<file path="config.mk">
export PLATFORM = sky130hd
export DESIGN_NAME = bitwise_shift_unit
export DESIGN_NICKNAME = d
export VERILOG_FILES = /design/src/exec_pkg.sv /design/src/bitwise_shift_unit.sv
export VERILOG_INCLUDE_DIRS = /design/src /design/src/src
export SDC_FILE = /design/constraint.sdc
export NUM_CORES = 1
export LEC_CHECK = 0
export BUFFER_PORTS_ARGS = -buffer_cell sky130_fd_sc_hd__buf_2
export CAP_MARGIN = 15
export CELL_PAD_IN_SITES_DETAIL_PLACEMENT = 0
export CELL_PAD_IN_SITES_GLOBAL_PLACEMENT = 1
export CORE_MARGIN = 3
export CORE_UTILIZATION = 40
export DETAILED_ROUTE_END_ITERATION = 8
export PLACE_DENSITY = 0.87
export REMOVE_ABC_BUFFERS = 1
export SYNTH_ARGS = -nofsm -noshare
export SYNTH_HDL_FRONTEND = slang
export SYNTH_SLANG_ARGS = --single-unit
export TNS_END_PERCENT = 1
</file>
<file path="constraint.sdc">
create_clock -name vclk -period 2.5
set_input_delay 0.125 -clock vclk [all_inputs]
set_output_delay 0.125 -clock vclk [all_outputs]
set_load 0.02 [all_outputs]
</file>
<file path="src/exec_settings.svh">
`ifndef EXEC_SETTINGS_SVH
`define EXEC_SETTINGS_SVH

// operand and result width
`define EXEC_DATA_W 32

// general register file address width
`define EXEC_REG_ADDR_W 5

// shift amount taken from the low bits of operand a
`define EXEC_SHAMT_W 5

// opcode width
`define EXEC_OP_W 8

`endif

</file>
<file path="src/exec_pkg.sv">
`include "exec_settings.svh"

package exec_pkg;

	typedef logic [`EXEC_DATA_W-1:0] data_t;
	// hi in the upper word, lo in the lower word
	typedef logic [2*`EXEC_DATA_W-1:0] hilo_t;
	typedef logic [`EXEC_REG_ADDR_W-1:0] reg_addr_t;

	typedef enum logic [`EXEC_OP_W-1:0] {
		ALU_NOP   = 8'b0000_0000,
		ALU_AND   = 8'b0010_0100,
		ALU_OR    = 8'b0010_0101,
		ALU_XOR   = 8'b0010_0110,
		ALU_NOR   = 8'b0010_0111,
		ALU_SLL   = 8'b0111_1100,
		ALU_SRL   = 8'b0000_0010,
		ALU_SRA   = 8'b0000_0011,
		ALU_MFHI  = 8'b0001_0000,
		ALU_MTHI  = 8'b0001_0001,
		ALU_MFLO  = 8'b0001_0010,
		ALU_MTLO  = 8'b0001_0011,
		ALU_SLT   = 8'b0010_1010,
		ALU_SLTU  = 8'b0010_1011,
		ALU_ADD   = 8'b0010_0000,
		ALU_ADDU  = 8'b0010_0001,
		ALU_SUB   = 8'b0010_0010,
		ALU_SUBU  = 8'b0010_0011,
		ALU_MULT  = 8'b0001_1000,
		ALU_MULTU = 8'b0001_1001,
		ALU_MUL   = 8'b1010_1001,
		ALU_CLZ   = 8'b1011_0000,
		ALU_CLO   = 8'b1011_0001,
		ALU_MADD  = 8'b1010_0110,
		ALU_MADDU = 8'b1010_1000,
		ALU_MSUB  = 8'b1010_1010,
		ALU_MSUBU = 8'b1010_1011
	} aluop_e;

	typedef enum logic [2:0] {
		RES_NONE  = 3'b000,
		RES_LOGIC = 3'b001,
		RES_SHIFT = 3'b010,
		RES_MOVE  = 3'b011,
		RES_ARITH = 3'b100
	} res_class_e;

	// class of the general register result, none when only hi/lo changes
	function automatic res_class_e op_class(input aluop_e op);
		case (op)
			ALU_AND, ALU_OR, ALU_XOR, ALU_NOR: return RES_LOGIC;
			ALU_SLL, ALU_SRL, ALU_SRA: return RES_SHIFT;
			ALU_MFHI, ALU_MFLO: return RES_MOVE;
			ALU_ADD, ALU_ADDU, ALU_SUB, ALU_SUBU, ALU_SLT, ALU_SLTU,
			ALU_CLZ, ALU_CLO, ALU_MUL: return RES_ARITH;
			default: return RES_NONE;
		endcase
	endfunction

endpackage

</file>
<file path="src/bitwise_shift_unit.sv">
`timescale 1ns/100ps
`include "exec_settings.svh"

module bitwise_shift_unit
	import exec_pkg::*;
(
	input aluop_e op_i,
	input data_t a_i,
	input data_t b_i,
	output data_t logic_o,
	output data_t shift_o
);

	logic [`EXEC_SHAMT_W-1:0] shamt;

	// shift amount sits in the low bits of a
	assign shamt = a_i[`EXEC_SHAMT_W-1:0];

	always_comb begin
		case (op_i)
			ALU_AND: logic_o = a_i & b_i;
			ALU_OR: logic_o = a_i | b_i;
			ALU_XOR: logic_o = a_i ^ b_i;
			ALU_NOR: logic_o = ~(a_i | b_i);
			default: logic_o = '0;
		endcase
	end

	always_comb begin
		case (op_i)
			ALU_SLL: shift_o = b_i << shamt;
			ALU_SRL: shift_o = b_i >> shamt;
			// sign bit of b fills from the top
			ALU_SRA: shift_o = data_t'($signed(b_i) >>> shamt);
			default: shift_o = '0;
		endcase
	end

endmodule

</file>
======== Yosys cells after proc, flatten, opt, wreduce, memory -nomap -nowiden ========
Index checks and enable logic that the tools add are counted.
word-level totals
  register bits after elaboration ......... 0
  output and inout bits ................... 64
  logic and storage cells ................. 16
cells by class
  shift operators ......................... 3
  equal/unequal tests ..................... 7
  bitwise operators ....................... 4
  multiplexer cells ....................... 2
operator list
  kind                                            count
  case mux 32 bit (4 select lines)                1
  case mux 32 bit (3 select lines)                1
  bitwise AND 32 bit                              1
  == test 8 x 6 -> 1 bit (second input constant)  4
  inverter 32 bit                                 1
  OR 32 bit                                       1
  left shift 32 x 5 -> 32 bit                     1
  right shift 32 x 5 -> 32 bit                    1
  >>> shifter 32 x 5 -> 32 bit                    1
  bitwise XOR 32 bit                              1
  == test 8 x 2 -> 1 bit (second input constant)  2
  == test 8 x 7 -> 1 bit (second input constant)  1

======== Longest topological paths before layout ========
Gate-level depths: netlist of the first run.
  depth after elaboration ................. 3
  mapped depth ............................ 11

======== Worst setup path after synthesis of the first run ========
No wires, ideal clock.
  path kind ............................... input to output
  start ................................... input port a_i[0]
  end ..................................... output port shift_o[20]
  data required time ...................... 2375 ps
  arrival time ............................ 2179 ps
  path slack .............................. 196 ps
  stages on the path ...................... 11
  buffers on the path ..................... 4
  path through ............................ buf_6 -> buf_6 -> buf_4 -> buf_2 -> inv_1 -> ha_1 -> nand2_1 -> o21ai_1 -> mux4_2 -> and2_1 -> a221o_1
on the way
  longest elaborated chain between the ends .. 2
ends and longest elaborated chain
  element                                               RTL line                  source
  start: declaration                                    bitwise_shift_unit.sv:8   input data_t a_i,
  >>> shifter 32 x 5 -> 32 bit (tied with other cells)  bitwise_shift_unit.sv:34  ALU_SRA: shift_o = data_t'($signed(b_i) >>> shamt);
  case mux 32 bit (3 select lines) *                    bitwise_shift_unit.sv:30  case (op_i)
  end: declaration                                      bitwise_shift_unit.sv:11  output data_t shift_o
Mark *: on every way between the ends. The rest lies on a longest branch, timed or not.

======== Worst setup path in the final report of the first run ========
  start ................................... input port a_i[0]
  end ..................................... output port shift_o[30]
The elaborated chain is that of the path after synthesis.

==> results of run 1 <==
==> synthesized netlist by cell type, types with 8 or more instances <==
library cell                 n  area [um2]
sky130_fd_sc_hd__a211oi_1   40         300
sky130_fd_sc_hd__a21oi_1    63         315
sky130_fd_sc_hd__a31oi_1    11        68.8
sky130_fd_sc_hd__buf_1       8        30.0
sky130_fd_sc_hd__buf_2      25         125
sky130_fd_sc_hd__buf_6       8        90.1
sky130_fd_sc_hd__clkbuf_1   54         203
sky130_fd_sc_hd__ha_1       66         826
sky130_fd_sc_hd__inv_1      66         248
sky130_fd_sc_hd__mux2_2     19         214
sky130_fd_sc_hd__mux2i_1    89         891
sky130_fd_sc_hd__mux4_2     75        1690
sky130_fd_sc_hd__nand2_1    45         169
sky130_fd_sc_hd__nand3_1    11        55.1
sky130_fd_sc_hd__nor2_1    103         387
sky130_fd_sc_hd__nor3_1     12        60.1
sky130_fd_sc_hd__o211ai_1    8        60.1
sky130_fd_sc_hd__o21ai_0    10        50.1
sky130_fd_sc_hd__o21ai_1    10        50.1
==> report_power, final <==
group	switching, mW	internal (mW)	total, mW	leakage, nW
Clock	0	0	0	0
Sequential	0	0	0	0
Combinational	0.803	0.618	1.42	3.84
==> logic make-up after synthesis <==
group,synth area share
and+or+nand+nor,0.141
AOI/OAI and AO/OA,0.205
muxes,0.422
buffers and inverters,0.111
adders and majority gates,0.121
==> worst max-delay path, delay by kind of cell <==
kind	cells	cell delay [ns]
compound gates	1	0.26
buf+inv	4	0.83
mux	2	0.68
simple gates	1	0.35
==> per-stage QoR <==
step           instance area (um2)  setup slack, ns   util  cells
2_1_floorplan                 6310           -0.177      -    743
3_3_place_gp                  8060          -0.0425  0.484   1188
3_5_place_dp                  8060          -0.0369  0.484   1188
4_1_cts                       8060           0.0560  0.484   1188
5_1_grt                       8070           0.0152  0.485   1188
6_report                      8070            0.105  0.485   1188
==> routing by layer <==
layer,share of wire,vias up
li1,-,3441
met1,0.39,3694
met2,0.44,558
met3,0.13,74
met4,0.034,0
met5,0,-
==> area by class of cell <==
class,count,area share
multi-input cells,675,0.752
inverters,68,0.0316
well taps,220,0.0341
repair buffers,225,0.182
==> repair_timing <==
item,in CTS,in global routing
endpoints found under the setup margin,1,9
hold buffers,0,0
cloned,0,0
resized for setup,1,4
setup buffers,0,0
==> placed cells by master (no fill, tap or decap), drive strengths merged, types with 6 or more instances in the layout <==
cell type / n
inv: 67
nor2: 103
nor3: 12
mux4: 75
and2: 6
a31oi: 11
buf: 224
a211oi: 40
nand3: 11
o211ai: 8
o22ai: 7
mux2i: 89
a21oi: 63
mux2: 26
o21ai: 20
nand2: 45
o221ai: 6
ha: 66
==> path summary, 6_finish.rpt <==
kind | slack [ns] | depth (start not counted) | end | from
setup / recovery | 0.10 | 8 | shift_o[30] | a_i[0]
hold / removal | 0.64 | 3 | logic_o[4] | op_i[1]
==> flow_summary.toml, run 1 <==
[run_status]
outcome = "finished, final reports clean"

[setup_path]
critical_path_class = "input port to primary output"
critPathSlowestCell = "sky130_fd_sc_hd__mux4_2"
max_stage_delay_ns = 0.53
worstPathRequired_ns = 2.38
critPathArrivalTime_ns = 2.27
worst_setup_path_end_kind = "primary output"
crit_path_max_fanout = 20
cell_occurring_most_often_along_the_worst_timing_path = "sky130_fd_sc_hd__buf_12"
timing.critical_path.cells = "buf_6, buf_12, buf_12, mux2i_1, mux4_2, or3_1, a32oi_1, buf_2"
timing.critical_path.from_type = "input port"

[timing]
slew-limit-headroom = 0.596
finalSetupViolCount = 0
report.final.hold_viol_count = 0
grt_setup_unrepaired = "no"
setup-tns-final_ns = 0
layout_min_cycle_time_ns = 2.40
tightest_slew_ns = 0.604
hold_slack_ns = 0.635
min_period_over_period = 0.958
highest_clock_rate_mhz = 417
slew_viol_final = 0

[die]
die_w_um = 136
fp.coreArea_um2 = 16600
die-height_um = 136
fp.dieArea_um2 = 18600
floorplan.rows = 47
floorplan.initialDensity = 0.409
io_pins = 136

[finish]
post_route_cells_drive_above_1_share = 0.341
numSequentialCells = 0
clkbuf_count = 0
number_of_nets_in_the_finished_design = 1108
n_fill_cell = 1665
seq_area_um2 = 0
antenna_cells = 0
multi_input_comb_area_um2 = 6070
syn_to_final_growth_pct = 18.6

[drt]
ant_nets = 0
dr_total_vias = 7767
dr.first_iter.drc_count = 1129
drt-pass1-iter-count = 5
wl_per_cell_um = 23.2
vias_per_cell = 6.54
wl_um = 27600
drc_errors = 0

[power]
power_leakage_nw = 3.84
p_per_area_nw_per_um2 = 176
report.power.total_mw = 1.42
maximum_ir_drop_on_the_vdd_rail_uv = 82.8

[global_routing]
grt_util_all_layers = 0.289
gr-usage-met2 = 0.457
initial_antenna_violation_count = 0
wire_length_of_the_first_global_routing_pass_um = 42100
grt_pass1_vias = 7186
global_route.overflow_total = 0
grt_busiest_layer = "met2"
grt_start_max_net_pins = 43
gr-usage-met1 = 0.398
gr-usage-met3 = 0.0677

[place]
dp_hpwl_um = 21300
portBuffers = 136
place.gp.congestion = 1.07

[synthesis]
synth_area_per_cell_um2 = 8.08
yosys_warnings = 0
mappedNetlistArea_um2 = 6810
number_of_distinct_library_cells_after_synthesis = 68
postSynthCellCount = 842
part_of_the_yosys_area_used_for_sequential_elements = 0

[worst_hold_path]
worstHoldPathType = "input port to primary output"

[run]
drv.max_cap_violation_count = 0
Note: power is estimated with default switching activity, not from simulation.
==> run 2: changes to the inputs <==
CORE_UTILIZATION = 44   (was 40)
PLACE_DENSITY = 0.94   (was 0.87)
==> flow_summary.toml, run 2 (same netlist as run 1, synthesis figures left out) <==
[die]
fp.dieArea_um2 = 17000
io_pins = 136
fp.coreArea_um2 = 14800
die-height_um = 130
floorplan.rows = 44
floorplan.initialDensity = 0.460
die_w_um = 130

[worst_hold_path]
hold_depth = 5
worstHoldPathType = "input port to primary output"
holdPathEnd = "logic_o[27]"
worstHoldStart = "op_i[2]"

[place]
dp_hpwl_um = 19000
place.gp.congestion = 1.04
portBuffers = 136

[timing]
slew_viol_final = 0
tightest_slew_ns = 0.675
setup-tns-final_ns = 0
min_period_over_period = 0.949
layout_min_cycle_time_ns = 2.37
grt_setup_unrepaired = "no"
finalSetupViolCount = 0
report.final.hold_viol_count = 0
slew-limit-headroom = 0.546
highest_clock_rate_mhz = 421

[finish]
seq_area_um2 = 0
layout.core_utilization = 0.545
n_fill_cell = 1429
numSequentialCells = 0
mostFrequentLayoutCell = "sky130_fd_sc_hd__buf_2"
post_route_cells_drive_above_1_share = 0.347
syn_to_final_growth_pct = 18.7
number_of_nets_in_the_finished_design = 1120
most-common-layout-cells = "133 x sky130_fd_sc_hd__buf_2, 103 x sky130_fd_sc_hd__nor2_1, 96 x sky130_fd_sc_hd__buf_4"
clkbuf_count = 0
antenna_cells = 0

[cts]
cts_hold_buffers = 0
post_cts_buffers = 0

[power]
switching_power_uw = 780
power_leakage_nw = 3.89
maximum_ir_drop_on_the_vdd_rail_uv = 65.9
p_per_area_nw_per_um2 = 176
power.share.clock = 0
power.share.combinational = 1.000
report.power.total_mw = 1.42
intPower_uw = 642
power.share.switching = 0.548
pwr-share-seq = 0

[global_routing]
grt_start_max_net_pins = 65
initial_antenna_violation_count = 1
global_route.overflow_total = 0
gr-usage-met3 = 0.0528
grt_util_all_layers = 0.279
grt_pass1_vias = 6912
wire_length_of_the_first_global_routing_pass_um = 38200
gr-usage-met1 = 0.381
grt_busiest_layer = "met2"
gr-usage-met2 = 0.460

[setup_path]
critPathSlowestCell = "sky130_fd_sc_hd__a221oi_1"
critical_path_class = "input port to primary output"
timing.critical_path.buf_inv = 6
worst_setup_path_end_kind = "primary output"
cell_occurring_most_often_along_the_worst_timing_path = "sky130_fd_sc_hd__buf_4"
timing.critical_path.from_type = "input port"
max_stage_delay_ns = 0.44
critical-path-top-delay-family = "buffers and inverters"
worstPathRequired_ns = 2.38
timing.critical_path.cells = "clkbuf_4, buf_12, buf_4, inv_2, buf_4, mux4_2, a221oi_1, o32ai_1, buf_2"
critPathArrivalTime_ns = 2.25
crit_path_max_fanout = 15

[run]
drv.max_cap_violation_count = 0

[drt]
dr_total_vias = 7685
ant_nets = 0
dr.first_iter.drc_count = 941
drc_errors = 0
vias_per_cell = 6.60
wl_per_cell_um = 21.3
wl_um = 24700
drt-pass1-iter-count = 5

[run_status]
outcome = "finished, final reports clean"
## run 2: cell types whose count changed in the layout (fill, tap and decap cells not counted)
cell,previous run,this run
sky130_fd_sc_hd__buf_12,9,7
sky130_fd_sc_hd__a2111oi_1,1,0
sky130_fd_sc_hd__buf_6,1,0
sky130_fd_sc_hd__nor3_2,1,0
sky130_fd_sc_hd__nor3_1,11,12
sky130_fd_sc_hd__a221oi_1,4,5
sky130_fd_sc_hd__buf_4,81,96
sky130_fd_sc_hd__a2111oi_0,1,2
sky130_fd_sc_hd__a221oi_2,1,0
## run 2: power groups by stage
stage	clock network [mW]	registers, mW	logic (mW)
after floorplan	0	0	0.737
after global placement	0	0	1.35
after detailed placement	0	0	1.38
after CTS	0	0	1.39
after global routing	0	0	1.53
final	0	0	1.42
## run 2: metal layers
metal,routed length (um),share of wire,up-vias
met5,7,0.00028,-
met2,11600,0.47,524
met3,2900,0.12,80
met4,824,0.033,2
met1,9460,0.38,3618
li1,-,-,3461
## run 2: how the worst max path moves through the flow
stage	startpoint	to	depth (start not counted)
floorplan	a_i[1]	shift_o[30]	4
global placement	a_i[0]	shift_o[6]	9
detailed placement	a_i[0]	shift_o[12]	8
CTS	a_i[0]	shift_o[12]	8
global route	a_i[2]	shift_o[30]	10
finish	a_i[2]	shift_o[6]	9
## run 2: area by class of cell
type               count  area, um2  share of cell area
inverters             68        255              0.0316
multi-input cells    675       6060               0.750
well taps            184        230              0.0285
repair buffers       237       1530               0.190
## run 2: repair_timing
item                                    4_1_cts  5_1_grt
pin swaps                                     0        0
gates resized for setup                       1        4
endpoints found under the setup margin       20       13
## run 2: per-stage QoR
step	cells	instance area [um2]	worst slack, ns	hold WS [ns]
after floorplan	743	6310	-0.177	0.379
after global placement	1164	8060	-0.110	0.855
after detailed placement	1164	8060	-0.151	0.869
after CTS	1164	8070	0.0137	0.873
after global routing	1164	8080	0.0646	0.913
final	1164	8080	0.127	0.866
==> run 3: changes to the inputs <==
ABC_AREA = 1   (was unset)
CORE_UTILIZATION = 37   (was 44)
==> flow_summary.toml, run 3 <==
[finish]
syn_to_final_growth_pct = 16.3
numSequentialCells = 0
final_cell_area_um2 = 6400
mostFrequentLayoutCell = "sky130_fd_sc_hd__nand3_1"
number_of_nets_in_the_finished_design = 1352
layout.core_utilization = 0.451
clkbuf_count = 0
post_route_cells_drive_above_1_share = 0.152
antenna_cells = 0
seq_area_um2 = 0
most-common-layout-cells = "326 x sky130_fd_sc_hd__nand3_1, 320 x sky130_fd_sc_hd__nand2_1, 136 x sky130_fd_sc_hd__buf_2"

[synthesis]
synth_area_per_cell_um2 = 4.95
synth.top_cell.area_share = 0.296
post-synth-top-count-cell = "sky130_fd_sc_hd__nand3_1"
synth.top_cells.by_count = "326 x sky130_fd_sc_hd__nand3_1, 320 x sky130_fd_sc_hd__nand2_1, 118 x sky130_fd_sc_hd__inv_1"
yosys.area.top_type = "sky130_fd_sc_hd__nand3_1"
postSynthCellCount = 1111
ys_top_cells_by_area = "sky130_fd_sc_hd__nand3_1 30%, sky130_fd_sc_hd__nand2_1 22%, sky130_fd_sc_hd__ha_1 15%"
yosys_warnings = 0
number_of_distinct_library_cells_after_synthesis = 27
part_of_the_yosys_area_used_for_sequential_elements = 0
mappedNetlistArea_um2 = 5500

[timing]
setup-tns-final_ns = 0
report.final.hold_viol_count = 0
grt_setup_unrepaired = "no"
layout_min_cycle_time_ns = 2.12
finalSetupViolCount = 0
slew_viol_final = 0
tightest_slew_ns = 0.594
highest_clock_rate_mhz = 471
min_period_over_period = 0.849
slew-limit-headroom = 0.603

[global_routing]
grt_util_all_layers = 0.264
grt_start_max_net_pins = 67
wire_length_of_the_first_global_routing_pass_um = 35800
global_route.overflow_total = 0
grt_pass1_vias = 6936
initial_antenna_violation_count = 0

[die]
floorplan.initialDensity = 0.388
fp.coreArea_um2 = 14200
die_w_um = 128
fp.dieArea_um2 = 16400
floorplan.rows = 43
die-height_um = 128
io_pins = 136

[setup_path]
critical_path_class = "input port to primary output"
timing.critical_path.from_type = "input port"
worst_setup_path_end_kind = "primary output"
crit_path_max_fanout = 13
critPathArrivalTime_ns = 2.00
worstPathRequired_ns = 2.38

[power]
maximum_ir_drop_on_the_vdd_rail_uv = 140
p_per_area_nw_per_um2 = 132
power_leakage_nw = 3.76
report.power.total_uw = 846

[drt]
drt-pass1-iter-count = 6
wl_per_cell_um = 16.2
dr.first_iter.drc_count = 963
wl_um = 22500
vias_per_cell = 5.59
ant_nets = 0
dr_total_vias = 7778
drc_errors = 0

[run]
drv.max_cap_violation_count = 0

[cts]
cts_hold_buffers = 0
post_cts_buffers = 0
cts-resized-gates = 0

[run_status]
outcome = "finished, final reports clean"

[place]
post_dp_cell_area_um2 = 6400
portBuffers = 136
dp_hpwl_um = 18300
place.gp.congestion = 1.02

[worst_hold_path]
holdPathEnd = "logic_o[30]"
worstHoldStart = "op_i[1]"
hold_depth = 5
worstHoldPathType = "input port to primary output"
run 3: changes by cell type after synthesis, sizes merged, moves of 12 or more:
cell and delta:
mux4 -75, nand3 +315, mux2 -26, clkbuf -29, o21ai +32, mux2i -89
nor2 -42, o211ai +12, nand2 +275, inv +56, a211oi -40
run 3: area by class of cell:
class / count / area [um2]
timing repair buffer: 169 / 966
inverter: 125 / 469
multi-input combinational: 918 / 4740
tap: 180 / 225
fill: 1660 / 7800
run 3: kinds of logic (layout without fill, tap and decap cells):
| group | count (synthesis) | count (layout) | synth area share |
|---|---|---|---|
| AO/OA/AOI/OAI | 127 | 127 | 0.126 |
| adder cells (fa/ha/maj) | 66 | 66 | 0.150 |
| buffers and inverters | 193 | 294 | 0.141 |
| AND/OR/NAND/NOR | 725 | 725 | 0.583 |
run 3: power by group:
group / total [mW] / internal, mW / switching (mW)
clock network: 0 / 0 / 0
registers: 0 / 0 / 0
logic: 0.846 / 0.268 / 0.578
total: 0.846 / 0.268 / 0.578
run 3: critical path: stages:
cell and delay [ns]:
sky130_fd_sc_hd__buf_2 0.10, sky130_fd_sc_hd__nor2_1 0.19, sky130_fd_sc_hd__nand3_1 0.16, sky130_fd_sc_hd__nor2_2 0.26, sky130_fd_sc_hd__nand3_1 0.50, sky130_fd_sc_hd__inv_1 0.25
sky130_fd_sc_hd__a21oi_1 0.06, sky130_fd_sc_hd__nand2_1 0.07, sky130_fd_sc_hd__inv_1 0.03, sky130_fd_sc_hd__nand2_1 0.08, sky130_fd_sc_hd__buf_2 0.17
run 3: how the worst max path moves through the flow:
stage	startpoint	end	slack, ns	cells after the start
6_report	op_i[4]	shift_o[19]	0.38	11
5_1_grt	op_i[4]	shift_o[19]	0.19	11
4_1_cts	op_i[4]	shift_o[19]	0.42	11
3_5_place_dp	op_i[4]	shift_o[19]	0.45	11
3_3_place_gp	op_i[4]	shift_o[19]	0.44	11
2_1_floorplan	op_i[3]	logic_o[24]	-0.07	7
run 3: stage by stage:
stage / setup WS (ns) / hold slack (ns) / cells
detailed placement: 0.447 / 0.770 / 1392
global placement: 0.437 / 0.771 / 1392
floorplan: -0.0681 / 0.418 / 1043
CTS: 0.425 / 0.774 / 1392
global route: 0.190 / 0.799 / 1392
finish: 0.377 / 0.774 / 1392
run 3: per-layer routing:
layer	wire (um)	vias up	global-route usage
li1	-	3901	-
met1	9870	3472	0.377
met2	10200	373	0.440
met3	1970	32	0.0204
met4	432	0	0.0406
met5	0	-	0
